File: src/design/keyPkg.sv
`default_nettype none

package keyPkg;

	//////////////////////////////////////////////////
	// Widths
	//////////////////////////////////////////////////

	localparam int numButtons = 6;

	typedef logic [7:0]            keyCode_t;
	typedef logic [2:0]            buttonIndex_t;
	typedef logic [numButtons-1:0] buttonMask_t;
	typedef logic [15:0]           holdCount_t;
	typedef logic [7:0]            errorCount_t;

	// Prefix tracking in the scan-code decoder
	typedef enum logic [1:0] {
		stIdle,
		stExtended,
		stRelease,
		stExtendedRelease
	} decoderState_t;

	//////////////////////////////////////////////////
	// Button numbering and set-2 codes
	//////////////////////////////////////////////////

	localparam buttonIndex_t btnUp    = 3'd0;
	localparam buttonIndex_t btnDown  = 3'd1;
	localparam buttonIndex_t btnLeft  = 3'd2;
	localparam buttonIndex_t btnRight = 3'd3;
	localparam buttonIndex_t btnA     = 3'd4;
	localparam buttonIndex_t btnB     = 3'd5;

	// Arrows, only behind E0
	localparam keyCode_t codeUp    = 8'h75;
	localparam keyCode_t codeDown  = 8'h72;
	localparam keyCode_t codeLeft  = 8'h6B;
	localparam keyCode_t codeRight = 8'h74;

	// Plain keys, only without E0
	localparam keyCode_t codeA = 8'h1C;
	localparam keyCode_t codeB = 8'h32;

	localparam keyCode_t codeRelease  = 8'hF0;
	localparam keyCode_t codeExtended = 8'hE0;

	localparam holdCount_t holdCountMax = '1;

endpackage

`default_nettype wire

File: src/design/ps2FrameReceiver.sv
`timescale 1ns/1ps
`default_nettype none

module ps2FrameReceiver (
	input  wire logic       clk,
	input  wire logic       rst,
	input  wire logic       ps2Clk,
	input  wire logic       ps2Data,
	output logic            byteValid,
	output keyPkg::keyCode_t rxByte,
	output logic            frameError
);

	//////////////////////////////////////////////////
	// Line synchronizers and edge detect
	//////////////////////////////////////////////////

	logic [1:0] clkSync;
	logic [1:0] dataSync;
	logic       clkPrev;
	logic       fallEdge;

	// Both lines idle high, so no false edge leaving reset
	always_ff @(posedge clk) begin
		if (rst) begin
			clkSync  <= 2'b11;
			dataSync <= 2'b11;
			clkPrev  <= 1'b1;
		end else begin
			clkSync  <= {clkSync[0], ps2Clk};
			dataSync <= {dataSync[0], ps2Data};
			clkPrev  <= clkSync[1];
		end
	end

	assign fallEdge = clkPrev & ~clkSync[1];

	//////////////////////////////////////////////////
	// Frame shifting
	//////////////////////////////////////////////////

	logic [3:0]  bitCount;
	logic [9:0]  shiftReg;
	logic [10:0] frame;
	logic        frameDone;
	logic        startOk;
	logic        parityOk;
	logic        stopOk;
	logic        frameOk;

	// Bit count runs 0..10, one step per falling edge
	always_ff @(posedge clk) begin
		if (rst) begin
			bitCount <= '0;
		end else if (fallEdge) begin
			if (bitCount == 4'd10) begin
				bitCount <= '0;
			end else begin
				bitCount <= bitCount + 4'd1;
			end
		end
	end

	// LSB first, new bits enter at the top
	always_ff @(posedge clk) begin
		if (fallEdge) begin
			shiftReg <= {dataSync[1], shiftReg[9:1]};
		end
	end

	// Stop bit taken straight from the line on the last edge
	assign frame     = {dataSync[1], shiftReg};
	assign frameDone = fallEdge && (bitCount == 4'd10);

	assign startOk  = ~frame[0];
	assign parityOk = ^frame[9:1];  // odd parity over data plus parity bit
	assign stopOk   = frame[10];
	assign frameOk  = startOk && parityOk && stopOk;

	//////////////////////////////////////////////////
	// Result strobes
	//////////////////////////////////////////////////

	always_ff @(posedge clk) begin
		if (rst) begin
			byteValid  <= 1'b0;
			frameError <= 1'b0;
		end else begin
			byteValid  <= frameDone && frameOk;
			frameError <= frameDone && !frameOk;
		end
	end

	always_ff @(posedge clk) begin
		if (frameDone) begin
			rxByte <= frame[8:1];
		end
	end

	// One verdict per frame
	assert property (@(posedge clk) disable iff (rst) !(byteValid && frameError));

endmodule

`default_nettype wire

File: src/design/scanCodeDecoder.sv
`timescale 1ns/1ps
`default_nettype none

module scanCodeDecoder (
	input  wire logic              clk,
	input  wire logic              rst,
	input  wire logic              byteValid,
	input  wire keyPkg::keyCode_t  rxByte,
	output logic                   keyStrobe,
	output keyPkg::buttonIndex_t   keyIndex,
	output logic                   keyPressed
);

	import keyPkg::*;

	decoderState_t state;
	logic          extendedSeen;
	logic          releaseSeen;
	logic          codeHit;
	buttonIndex_t  codeIndex;

	assign extendedSeen = (state == stExtended) || (state == stExtendedRelease);
	assign releaseSeen  = (state == stRelease) || (state == stExtendedRelease);

	//////////////////////////////////////////////////
	// Code table
	//////////////////////////////////////////////////

	// Arrows only count behind E0, A and B only without it
	always_comb begin
		codeHit   = 1'b1;
		codeIndex = btnUp;
		if (extendedSeen) begin
			case (rxByte)
				codeUp:    codeIndex = btnUp;
				codeDown:  codeIndex = btnDown;
				codeLeft:  codeIndex = btnLeft;
				codeRight: codeIndex = btnRight;
				default:   codeHit   = 1'b0;
			endcase
		end else begin
			case (rxByte)
				codeA:   codeIndex = btnA;
				codeB:   codeIndex = btnB;
				default: codeHit   = 1'b0;
			endcase
		end
	end

	//////////////////////////////////////////////////
	// Prefix FSM
	//////////////////////////////////////////////////

	// E0 always restarts a sequence, F0 keeps the extended flag
	always_ff @(posedge clk) begin
		if (rst) begin
			state <= stIdle;
		end else if (byteValid) begin
			case (rxByte)
				codeExtended: state <= stExtended;
				codeRelease:  state <= extendedSeen ? stExtendedRelease : stRelease;
				default:      state <= stIdle;
			endcase
		end
	end

	// Prefix bytes never hit the table, so no extra check here
	always_ff @(posedge clk) begin
		if (rst) begin
			keyStrobe <= 1'b0;
		end else begin
			keyStrobe <= byteValid && codeHit;
		end
	end

	always_ff @(posedge clk) begin
		if (byteValid) begin
			keyIndex   <= codeIndex;
			keyPressed <= !releaseSeen;
		end
	end

	// Downstream indexes a six-entry mask with keyIndex
	assert property (@(posedge clk) disable iff (rst)
		keyStrobe |-> (keyIndex < numButtons));

endmodule

`default_nettype wire

File: src/design/holdTimeCounters.sv
`timescale 1ns/1ps
`default_nettype none

module holdTimeCounters (
	input  wire logic                 clk,
	input  wire logic                 rst,
	input  wire logic                 keyStrobe,
	input  wire keyPkg::buttonIndex_t keyIndex,
	input  wire logic                 keyPressed,
	input  wire logic                 holdTick,
	input  wire logic                 counterClear,
	output keyPkg::buttonMask_t       heldMask,
	output keyPkg::holdCount_t        countUp,
	output keyPkg::holdCount_t        countDown,
	output keyPkg::holdCount_t        countLeft,
	output keyPkg::holdCount_t        countRight,
	output keyPkg::holdCount_t        countA,
	output keyPkg::holdCount_t        countB
);

	import keyPkg::*;

	holdCount_t counts [numButtons];

	//////////////////////////////////////////////////
	// Held state
	//////////////////////////////////////////////////

	// Repeats from typematic just rewrite the same bit
	always_ff @(posedge clk) begin
		if (rst) begin
			heldMask <= '0;
		end else if (keyStrobe) begin
			heldMask[keyIndex] <= keyPressed;
		end
	end

	//////////////////////////////////////////////////
	// Saturating counters
	//////////////////////////////////////////////////

	// Clear beats tick, mask untouched by clear
	always_ff @(posedge clk) begin
		if (rst || counterClear) begin
			for (int i = 0; i < numButtons; i++) begin
				counts[i] <= '0;
			end
		end else if (holdTick) begin
			for (int i = 0; i < numButtons; i++) begin
				if (heldMask[i] && (counts[i] != holdCountMax)) begin
					counts[i] <= counts[i] + 1'b1;
				end
			end
		end
	end

	assign countUp    = counts[btnUp];
	assign countDown  = counts[btnDown];
	assign countLeft  = counts[btnLeft];
	assign countRight = counts[btnRight];
	assign countA     = counts[btnA];
	assign countB     = counts[btnB];

	// Counts only move up between clears, saturation included
	for (genvar g = 0; g < numButtons; g++) begin : noDecrease
		assert property (@(posedge clk) disable iff (rst)
			!counterClear |=> (counts[g] >= $past(counts[g])));
	end

endmodule

`default_nettype wire

File: src/design/holdReadout.sv
`timescale 1ns/1ps
`default_nettype none

module holdReadout (
	input  wire logic                 clk,
	input  wire logic                 rst,
	input  wire keyPkg::buttonIndex_t readSel,
	input  wire keyPkg::holdCount_t   countUp,
	input  wire keyPkg::holdCount_t   countDown,
	input  wire keyPkg::holdCount_t   countLeft,
	input  wire keyPkg::holdCount_t   countRight,
	input  wire keyPkg::holdCount_t   countA,
	input  wire keyPkg::holdCount_t   countB,
	input  wire logic                 keyStrobe,
	input  wire keyPkg::buttonIndex_t keyIndex,
	input  wire logic                 keyPressed,
	input  wire logic                 frameError,
	output keyPkg::holdCount_t        readCount,
	output logic                      releaseStrobe,
	output keyPkg::buttonIndex_t      releaseIndex,
	output keyPkg::holdCount_t        releaseHold,
	output keyPkg::errorCount_t       frameErrors
);

	import keyPkg::*;

	holdCount_t countTable [numButtons];
	holdCount_t selCount;
	holdCount_t keyCount;

	assign countTable[btnUp]    = countUp;
	assign countTable[btnDown]  = countDown;
	assign countTable[btnLeft]  = countLeft;
	assign countTable[btnRight] = countRight;
	assign countTable[btnA]     = countA;
	assign countTable[btnB]     = countB;

	// Selects 6 and 7 read as zero
	assign selCount = (readSel < numButtons) ? countTable[readSel] : '0;
	assign keyCount = (keyIndex < numButtons) ? countTable[keyIndex] : '0;

	//////////////////////////////////////////////////
	// Strobes and error count
	//////////////////////////////////////////////////

	always_ff @(posedge clk) begin
		if (rst) begin
			releaseStrobe <= 1'b0;
			frameErrors   <= '0;
		end else begin
			releaseStrobe <= keyStrobe && !keyPressed;
			if (frameError && !(&frameErrors)) begin
				frameErrors <= frameErrors + 1'b1;
			end
		end
	end

	// Report carries the count seen in the event cycle
	always_ff @(posedge clk) begin
		readCount <= selCount;
		if (keyStrobe) begin
			releaseIndex <= keyIndex;
			releaseHold  <= keyCount;
		end
	end

endmodule

`default_nettype wire

File: src/design/keypadTop.sv
`timescale 1ns/1ps
`default_nettype none

module keypadTop (
	input  wire logic                 clk,
	input  wire logic                 rst,
	input  wire logic                 ps2Clk,
	input  wire logic                 ps2Data,
	input  wire logic                 holdTick,
	input  wire logic                 counterClear,
	input  wire keyPkg::buttonIndex_t readSel,
	output keyPkg::holdCount_t        readCount,
	output keyPkg::buttonMask_t       heldMask,
	output logic                      releaseStrobe,
	output keyPkg::buttonIndex_t      releaseIndex,
	output keyPkg::holdCount_t        releaseHold,
	output keyPkg::errorCount_t       frameErrors
);

	import keyPkg::*;

	// Receiver outputs
	logic         byteValid;
	logic         frameError;
	keyCode_t     rxByte;

	// Key events
	logic         keyStrobe;
	logic         keyPressed;
	buttonIndex_t keyIndex;

	holdCount_t   countUp;
	holdCount_t   countDown;
	holdCount_t   countLeft;
	holdCount_t   countRight;
	holdCount_t   countA;
	holdCount_t   countB;

	ps2FrameReceiver receiver (
		.clk        (clk),
		.rst        (rst),
		.ps2Clk     (ps2Clk),
		.ps2Data    (ps2Data),
		.byteValid  (byteValid),
		.rxByte     (rxByte),
		.frameError (frameError)
	);

	scanCodeDecoder decoder (
		.clk        (clk),
		.rst        (rst),
		.byteValid  (byteValid),
		.rxByte     (rxByte),
		.keyStrobe  (keyStrobe),
		.keyIndex   (keyIndex),
		.keyPressed (keyPressed)
	);

	holdTimeCounters counters (
		.clk          (clk),
		.rst          (rst),
		.keyStrobe    (keyStrobe),
		.keyIndex     (keyIndex),
		.keyPressed   (keyPressed),
		.holdTick     (holdTick),
		.counterClear (counterClear),
		.heldMask     (heldMask),
		.countUp      (countUp),
		.countDown    (countDown),
		.countLeft    (countLeft),
		.countRight   (countRight),
		.countA       (countA),
		.countB       (countB)
	);

	holdReadout readout (
		.clk           (clk),
		.rst           (rst),
		.readSel       (readSel),
		.countUp       (countUp),
		.countDown     (countDown),
		.countLeft     (countLeft),
		.countRight    (countRight),
		.countA        (countA),
		.countB        (countB),
		.keyStrobe     (keyStrobe),
		.keyIndex      (keyIndex),
		.keyPressed    (keyPressed),
		.frameError    (frameError),
		.readCount     (readCount),
		.releaseStrobe (releaseStrobe),
		.releaseIndex  (releaseIndex),
		.releaseHold   (releaseHold),
		.frameErrors   (frameErrors)
	);

endmodule

`default_nettype wire

File: config.mk
export PLATFORM = sky130hd
export DESIGN_NAME = keypadTop
export DESIGN_NICKNAME = d
export VERILOG_FILES = /design/src/design/keyPkg.sv /design/src/design/ps2FrameReceiver.sv /design/src/design/scanCodeDecoder.sv /design/src/design/holdTimeCounters.sv /design/src/design/holdReadout.sv /design/src/design/keypadTop.sv
export SDC_FILE = /design/constraint.sdc
export NUM_CORES = 1
export LEC_CHECK = 0
export ABC_AREA = 1
export BUFFER_PORTS_ARGS = -buffer_cell sky130_fd_sc_hd__buf_2
export CAP_MARGIN = 40
export CORE_MARGIN = 3
export CORE_UTILIZATION = 67
export CTS_BUF_LIST = sky130_fd_sc_hd__clkbuf_4 sky130_fd_sc_hd__clkbuf_8 sky130_fd_sc_hd__clkbuf_16
export CTS_CLUSTER_DIAMETER = 200
export CTS_CLUSTER_SIZE = 25
export DETAILED_ROUTE_END_ITERATION = 12
export HOLD_SLACK_MARGIN = 0.05
export PLACE_DENSITY_LB_ADDON = 0.12
export SYNTH_ARGS = -nofsm -noshare
export SYNTH_HDL_FRONTEND = slang
export SYNTH_HIERARCHICAL = 1
export SYNTH_SLANG_ARGS = --single-unit
File: constraint.sdc
create_clock -name clk -period 5.83 [get_ports clk]
set_clock_uncertainty 0.15 [all_clocks]
set_input_delay 0.8745 -clock clk [delete_from_list [all_inputs] [get_ports clk]]
set_output_delay 0.8745 -clock clk [all_outputs]
set_load 0.005 [all_outputs]
# --- Word level (Yosys, flattened, before mapping) ---
# Memory sizes are Yosys's and may differ from the RTL's.
# Index checks and enable logic that the tools add are counted.
totals:
  wordCells: 138
  ram_bits: 96
  regBits: 86
  latchBits: 0
  input_bits: 9
  romBits: 0
  mem_count: 1
op_classes:
  reduce_logical: 26
  mux: 50
  n_mul: 0
  bitwise_logic: 11
  shifts: 0
  div: 0
  n_lt_le_gt_ge: 6
  n_eq_ne: 18
  addsub: 8
memory_table:
  columns: ["name", "words", "width", "read_ports", "rd_clocked_by_memory_dff", "write_ports", "line_no", "text"]
  rows:
  - ["counters.counts", 6, 16, 6, 0, 6, "holdTimeCounters.sv:23", "holdCount_t counts [numButtons];"]
ops:
  columns: ["op", "n"]
  rows:
  - ["$mux 16", 10]
  - ["$add 16x1->16 const B", 6]
  - ["$bmux 16 s3", 2]
  - ["$ne 16x16->1 const B", 6]
  - ["$eq 8x7->1 const B", 4]
  - ["$mux 1", 31]
  - ["$eq 8x8->1 const B", 2]
  - ["$logic_and 1x1->1", 15]
  - ["$reduce_xor 9->1", 1]
  - ["$add 8x1->8 const B", 1]
  - ["$eq 8x5->1 const B", 1]
  - ["$eq 8x6->1 const B", 1]
  - ["$ge 4x4->1 const B", 2]
  - ["$not 3->4", 2]
  - ["$reduce_and 8->1", 1]
  - ["$bwmux 6", 1]
  - ["$lt 3x3->1 const B", 2]
  - ["$or 1x1->1", 6]
  - ["$pmux 2 s3", 1]
  - ["$pmux 3 s2", 1]
  - ["$add 4x1->4 const B", 1]
  - ["$eq 2x2->1 const B", 2]
  - ["$eq 4x4->1 const B", 1]
  - ["$logic_not 1->1", 4]
  - ["other kinds (12)", 15]

# --- Logic depth before layout (Yosys ltp) ---
# Gate-level depths: netlist (run 1).
# An unclocked memory read counts as a cell.
logic_depth:
  depth_word: 8
  ltp_mapped: 10

# --- Modules after synthesis ---
# Netlist (run 1), hierarchy kept.
by_module_without_submodules:
  columns: ["mod", "area_each_um2", "n_inst", "cells_per_inst"]
  rows:
  - ["holdTimeCounters", 5856.9, 1, 675]
  - ["holdReadout", 3514.6, 1, 584]
  - ["ps2FrameReceiver", 1116.1, 1, 100]
  - ["scanCodeDecoder", 469.2, 1, 68]

# --- Worst setup path before layout (run 1) ---
# OpenSTA, ideal clock, no wires.
synth_timing:
  path_type: "input port to flip-flop"
  start: "input port counterClear"
  end: "memory counters/counts[0][64] in the netlist's numbering (enable)"
  cell_stages: 3
  arrival_ns: 1.530
  setup_slack_ns: 3.788
  path_cell_list: "nor2_2 > buf_6 > nand2_1"
synth_lines:
  columns: ["item", "line_no", "text"]
  rows:
  - ["start: declaration", "keypadTop.sv:10", "input wire logic counterClear,"]
  - ["end: declaration", "holdTimeCounters.sv:23", null]

# --- Worst setup path in the final report (run 1) ---
layout_timing:
  start: "register decoder.keyIndex[1]"
  end: "register readout.releaseHold[6], data pin"
layout_between:
  elab_chain_len: 4
layout_lines:
  columns: ["item", "line_no", "text"]
  rows:
  - ["start: declaration", "scanCodeDecoder.sv:10", "output keyPkg::buttonIndex_t keyIndex,"]
  - ["start signal: assignment", "scanCodeDecoder.sv:78", "keyIndex <= codeIndex;"]
  - ["$not 3->4 (implied by the code)", "holdReadout.sv:40", "assign keyCount = (keyIndex < numButtons) ? countTable[keyIndex] : '0;"]
  - ["$bmux 16 s3", "holdReadout.sv:40", null]
  - ["$mux 16 (implied by the code) (2 in series)", "holdReadout.sv:40", null]
  - ["end signal: assignment", "holdReadout.sv:63", "releaseHold <= keyCount;"]
  - ["end: declaration", "holdReadout.sv:21", "output keyPkg::holdCount_t releaseHold,"]
# Parallel ways exist; a longest one is shown, timed or not. The select of a mux whose other input is x is not followed.
# A chain may end at the register's enable or synchronous reset.

==> reports/metrics.cfg, run 1 <==
[status]
status=complete, no violations

[timing]
relSlewSlack_pct=36.0
timing.fmax_ghz=0.414
rsz0062_at_grt=no
setup-violations-final=0
tns_ns=0
period_needed_ns=2.41
whs_ns=0.273
final-hold-violation-count=0
finalCritPeriodShare_pct=41.4
worst_pin_slew_ns=0.959
drv_slew=0

[floorplanning]
top_level_ports=59
die_area_um2=17900
die_width_um=134
rows=46
die_h_um=134
core_um2=15900
start_util_pct=68.7

[drt]
firstDrtPassIters=6
vias=9592
drt_iter0_markers=1024
ant_nets=0
via_per_inst=5.67
wl_um=26700
wire_per_inst_um=15.8
drc=0

[clocking]
cts_tree=yes
ctsHoldBuffers=0
cts_setup_buffers=0
clock_path_buffers=2
clk-insertion-delay-late_ns=0.44
cts_resized=0
cts_root_buf=clkbuf_16
clkTransAtPathRegs_ns=0.07
clkSinkCount=182
cts_buffers=17
cts_htree_levels=4

[yosys]
synth_cells=1427
synth_area_um2=11000
yosys.area_share.simple_pct=33.0
synthTopCellsByCount=nand2_1 (451), nor2_1 (185), inv_1 (177)
ys_warn_count=6
synth.top_cell.area_share_pct=37.5
synth_compound_area_share_pct=6.05
synthAdderAreaFrac_pct=0.799
synth_area_per_cell_um2=7.68
ys_seq_area_share_pct=45.8
synthFlopType=edfxtp_1
synthMuxAreaShare_pct=0
synth_most_common_cell=nand2_1
ys_types=37
async_reset_ff_share_pct=0
ys_ff_latch=182
synth_edf_count=137
synth-xor-area-share_pct=4.86
syn_nets=1443
synth_top_family_by_area=simple AND/OR/NAND/NOR gates
synth_area_leaders=edfxtp_1 (38%), nand2_1 (15%), dfxtp_1 (8.2%)
synth_top_area_cell=edfxtp_1

[power_and_ir_drop]
ir_drop_mv=0.206
pwr_density_cell_nw_per_um2=236
p_leak_uw=0.00491

[critical_path]
path_max_fanout=32
reg2reg_from=decoder/keyIndex[1]
worstPathArrival_ns=2.40
endpoint_kind=flip-flop
r2r_slack_ns=3.42
reg2reg_to=readout/releaseHold[6]
r2r_cells=5
crit_type=reg2reg
cp-start-kind=flip-flop
required_ns=5.81

[worst_hold_path]
holdPathStages=2
hold_start=receiver/clkSync[1]
min_to=receiver/clkPrev
hp-class=reg2reg

[global_routing]
grt_pass1_wl_um=42600
grt-ovfl-total=0
grt_usage_pct=29.8
antenna_found_initial=0
grt_max_degree=69
grt_pass1_vias=8789

[placed_design]
portBuffers=58
dp_hpwl_um=18600
gp_congestion=0.933

[final_layout]
final_layout_size_suffix_gt1_share_pct=11.1
fin_nets=1480
antenna_cells=0
area_delta_synth_final_pct=7.90

[job]
drv_cap=0

==> cell type report <==
type / instances / area (µm²)
clock buffer: 18 / 433
clock inverter: 14 / 139
fill: 1247 / 4120
inverter: 192 / 721
multi-input combinational: 1009 / 4900
sequential: 182 / 5010
tap: 216 / 270
timing repair buffer: 62 / 348
==> routing by layer <==
layer | part of all wire (%) | track usage (%) | wire length, µm | vias up
met1 | 41 | 39.5 | 11000 | 4432
li1 | - | - | - | 4627
met4 | 3.6 | 12.4 | 974 | 0
met2 | 47 | 49.2 | 12700 | 455
met3 | 7.8 | 4.61 | 2080 | 78
met5 | 0 | 0 | 0 | -
==> worst max path at each step <==
stage	start	endpoint	slack [ns]	cells after the start
6_report	decoder/keyIndex[1]	readout/releaseHold[6]	3.42	5
4_1_cts	rst	counters/counts[0][36]	3.48	4
3_5_place_dp	rst	counters/counts[0][34]	3.08	4
5_1_grt	decoder/keyIndex[1]	readout/releaseHold[13]	3.38	5
2_1_floorplan	counterClear	counters/counts[0][64]	3.79	3
3_3_place_gp	rst	counters/counts[0][34]	2.69	3
==> report_power, final <==
part	internal [µW]	leakage (µW)	switching, µW	total (µW)
combinational	63.8	0.00282	122	186
sequential	1430	0.00182	52.3	1480
clock	603	0.000274	515	1120
==> registers in the layout (all words and copies together) (netlist names), 2 cells and up <==
| name | flops |
|---|---|
| receiver/shiftReg | 10 |
| counters/counts | 96 |
| decoder/state | 2 |
| receiver/rxByte | 8 |
| counters/heldMask | 6 |
| receiver/bitCount | 4 |
| readout/readCount | 16 |
| decoder/keyIndex | 3 |
| readout/frameErrors | 8 |
| readout/releaseHold | 16 |
| receiver/clkSync | 2 |
| receiver/dataSync | 2 |
| readout/releaseIndex | 3 |
==> worst max-delay path: stages (launching register included) <==
cell	delay (ns)
edfxtp_1	0.94
inv_2	0.51
nand3_1	0.20
nand2_1	0.10
nand2_1	0.07
o21ai_1	0.13
==> cells by family after synthesis <==
kind of cell / count (synthesis)
AO/OA/AOI/OAI: 108
XOR/XNOR: 60
adder cells (fa/ha/maj): 7
buffers and inverters: 236
flip-flops: 182
AND/OR/NAND/NOR: 834
==> metrics by stage <==
step / cells / instance area, µm² / worst slack (ns) / utilization, % / total power, µW
after floorplan: 1427 / 11000 / 3.79 / - / 1620
after global placement: 1658 / 11200 / 2.69 / 70.3 / 1680
after detailed placement: 1661 / 11300 / 3.08 / 70.6 / 1690
after CTS: 1693 / 11800 / 3.48 / 74.2 / 2800
after global routing: 1693 / 11800 / 3.38 / 74.2 / 2880
final: 1693 / 11800 / 3.42 / 74.2 / 2790
==> cells in the final DEF (no fill, tap or decap), types with 23 or more instances in the layout <==
cell / synthesis / layout
o211ai_1: 33 / 33
a21oi_1: 23 / 23
nor2_1: 185 / 185
xnor2_1: 24 / 24
nand3_1: 117 / 117
buf_2: 13 / 58
nand2_1: 451 / 451
edfxtp_1: 137 / 137
o21ai_1: 34 / 34
inv_1: 177 / 177
dfxtp_1: 45 / 45
xor2_1: 35 / 35
Power figures use the tool's default switching activity.
==> run 2, diff against run 1 <==
--- a/config.mk
+++ b/config.mk
@@ -9,7 +9,7 @@
 export BUFFER_PORTS_ARGS = -buffer_cell sky130_fd_sc_hd__buf_2
 export CAP_MARGIN = 40
 export CORE_MARGIN = 3
-export CORE_UTILIZATION = 67
+export CORE_UTILIZATION = 62
 export CTS_BUF_LIST = sky130_fd_sc_hd__clkbuf_4 sky130_fd_sc_hd__clkbuf_8 sky130_fd_sc_hd__clkbuf_16
 export CTS_CLUSTER_DIAMETER = 200
 export CTS_CLUSTER_SIZE = 25
==> constraint.sdc (replaced) <==
create_clock -name clk -period 2.4 [get_ports clk]
set_clock_uncertainty 0.15 [all_clocks]
set_input_delay 0.36 -clock clk [delete_from_list [all_inputs] [get_ports clk]]
set_output_delay 0.36 -clock clk [all_outputs]
set_load 0.005 [all_outputs]
==> reports/metrics.cfg, run 2 (synthesis gave the netlist of run 1 again) <==
[status]
status=complete, no violations

[timing]
final-hold-violation-count=0  ; unchanged
tns_ns=0  ; unchanged
worst_pin_slew_ns=0.686  ; -0.273 ns
relSlewSlack_pct=54.3  ; +18 points
drv_slew=0  ; unchanged
rsz0062_at_grt=no
setup-violations-final=0  ; unchanged
whs_ns=0.162  ; -0.111 ns
timing.fmax_ghz=0.455  ; +9.8%
period_needed_ns=2.20  ; -0.215 ns
fin_ws_ns=0.201  ; -3.21 ns
finalCritPeriodShare_pct=91.6  ; +50 points

[clocking]
clock_path_buffers=2  ; unchanged
clkSinkCount=182  ; unchanged
cts_root_buf=clkbuf_16
cts_htree_levels=4  ; unchanged
cts_buffers=17  ; unchanged
clk-insertion-delay-late_ns=0.43  ; about the same
cts_tree=yes
cts_setup_buffers=0  ; unchanged
cts_resized=0  ; unchanged
clkTransAtPathRegs_ns=0.07  ; about the same

[critical_path]
worst_path_max_delay_cell=edfxtp_1
cp_cell_sequence=ha_1 -> nand3_2 -> nor2_4 -> nand4_2 -> nand2_1 -> nand2_1
path_max_fanout=16  ; -50%
endpoint_kind=flip-flop
cp-start-kind=flip-flop
crit_top_cell=nand2_1
crit_type=reg2reg
required_ns=2.27  ; -3.54 ns
max_stage_delay_ns=0.44  ; -0.50 ns
worstPathArrival_ns=2.07  ; -0.33 ns

[final_layout]
top_register=counters/counts
area_delta_synth_final_pct=9.50
fin_cells=1715  ; +1.3%
final_layout_size_suffix_gt1_share_pct=12.1  ; +1.0 points
final_util_pct=70.8  ; -3.3 points
largest_reg_flops=96  ; unchanged
antenna_cells=0  ; unchanged
reg.largest.list=counters/counts: 96 flops, readout/readCount: 16 flops, readout/releaseHold: 16 flops
most-common-layout-cells=nand2_1 (451), nor2_1 (185), inv_1 (177)
mostFrequentLayoutCell=nand2_1
fin_nets=1498  ; +1.2%

[drt]
via_per_inst=5.55  ; -2.0%
ant_nets=0  ; unchanged
firstDrtPassIters=5  ; -1
drc=0  ; unchanged
vias=9524  ; -0.71%
wire_per_inst_um=15.6  ; -1.2%
drt_iter0_markers=1009  ; -1.5%
wl_um=26800  ; +0.12%

[placed_design]
gp_congestion=0.950  ; +1.8%
portBuffers=58  ; unchanged
dpl_worst_slack_ns=0.249  ; -2.83 ns
dp_hpwl_um=19000  ; +2.1%
place_inst=1681  ; +1.2%

[global_routing]
grt_pass1_wl_um=43600  ; +2.4%
antenna_found_initial=0  ; unchanged
grt_pass1_vias=8831  ; +0.48%
grt_usage_pct=27.7  ; -2.1 points
grt_max_degree=68  ; -1.4%
grt-ovfl-total=0  ; unchanged

[power_and_ir_drop]
power.share.sequential_pct=51.1  ; -2.1 points
ir_drop_mv=0.513  ; +150%
p_sw_share_pct=25.1  ; +0.43 points
p_comb_share_pct=6.9  ; +0.2 points
pwr_density_cell_nw_per_um2=584  ; +150%
power.internal_uw=5250  ; +150%
p_leak_uw=0.00502  ; +2.3%
clkPwrFrac_pct=41.9  ; +1.8 points
p_sw_uw=1760  ; +160%

[worst_hold_path]
hp-class=in2reg

[floorplanning]
die_h_um=139  ; +3.8%
top_level_ports=59  ; unchanged
rows=47  ; +2.2%
die_area_um2=19300  ; +7.7%
start_util_pct=64.7  ; -4.0 points
core_um2=16900  ; +6.2%
die_width_um=139  ; +3.8%

[job]
drv_cap=0  ; unchanged

-- run 2: changes by cell type in the layout (fill, tap and decap cells not counted), moves of 2 or more --
cell           delta
buf_4            +19
buf_8             -2
clkinv_8          +2
clkinvlp_4        -2
dlygate4sd3_1     +2
inv_8             +2
-- run 2: repair_timing --
item                                    in CTS  in global routing
hold buffers                                 2                  0
endpoints found under the hold margin        2                  0
endpoints found under the setup margin       0                  0
-- run 2: area by class of cell --
type	count	area [µm²]
inverters	192	721
clock inverters	15	204
clock buffers	17	425
fillers	1415	4940
multi-input cells	1009	4900
repair buffers	80	460
well taps	220	275
flip-flops and latches	182	5010
-- run 2: critical path: cells and delay by family, from the launching register on --
family        cells  cell delay (ns)
fa+ha+maj         1             0.23
flops             1             0.44
simple gates      5             0.97
-- run 2: worst paths after layout --
kind,from,to,slack (ns),depth (start not counted)
max,counters/counts[0][64],counters/counts[0][67],0.20,6
min,rst,counters/heldMask[0],0.16,2
max reg2reg,counters/counts[0][64],counters/counts[0][67],0.20,6
min reg2reg,receiver/clkSync[0],receiver/clkSync[1],0.26,1
-- run 2: per-layer routing --
layer  track usage, %  wire, µm  part of all wire [%]  vias up
met3             4.76      2180                   8.1       75
met4             11.3      1050                   3.9        0
met5                0         0                     0        -
met1             38.4     11300                    42     4329
met2             43.5     12200                    46      461
li1                 -         -                     -     4659
-- run 2: power groups by stage --
stage / combinational, µW / sequential, µW / clock (µW)
after floorplan: 323 / 3620 / 0
after global placement: 461 / 3650 / 0
after detailed placement: 467 / 3650 / 0
after CTS: 475 / 3580 / 2980
after global routing: 534 / 3600 / 3120
final: 485 / 3580 / 2940
-- run 2: metrics by stage --
step	area [µm²]	total power [µW]
after floorplan	11000	3950
after global placement	11300	4110
after detailed placement	11300	4120
after CTS	12000	7040
after global routing	12000	7250
final	12000	7010
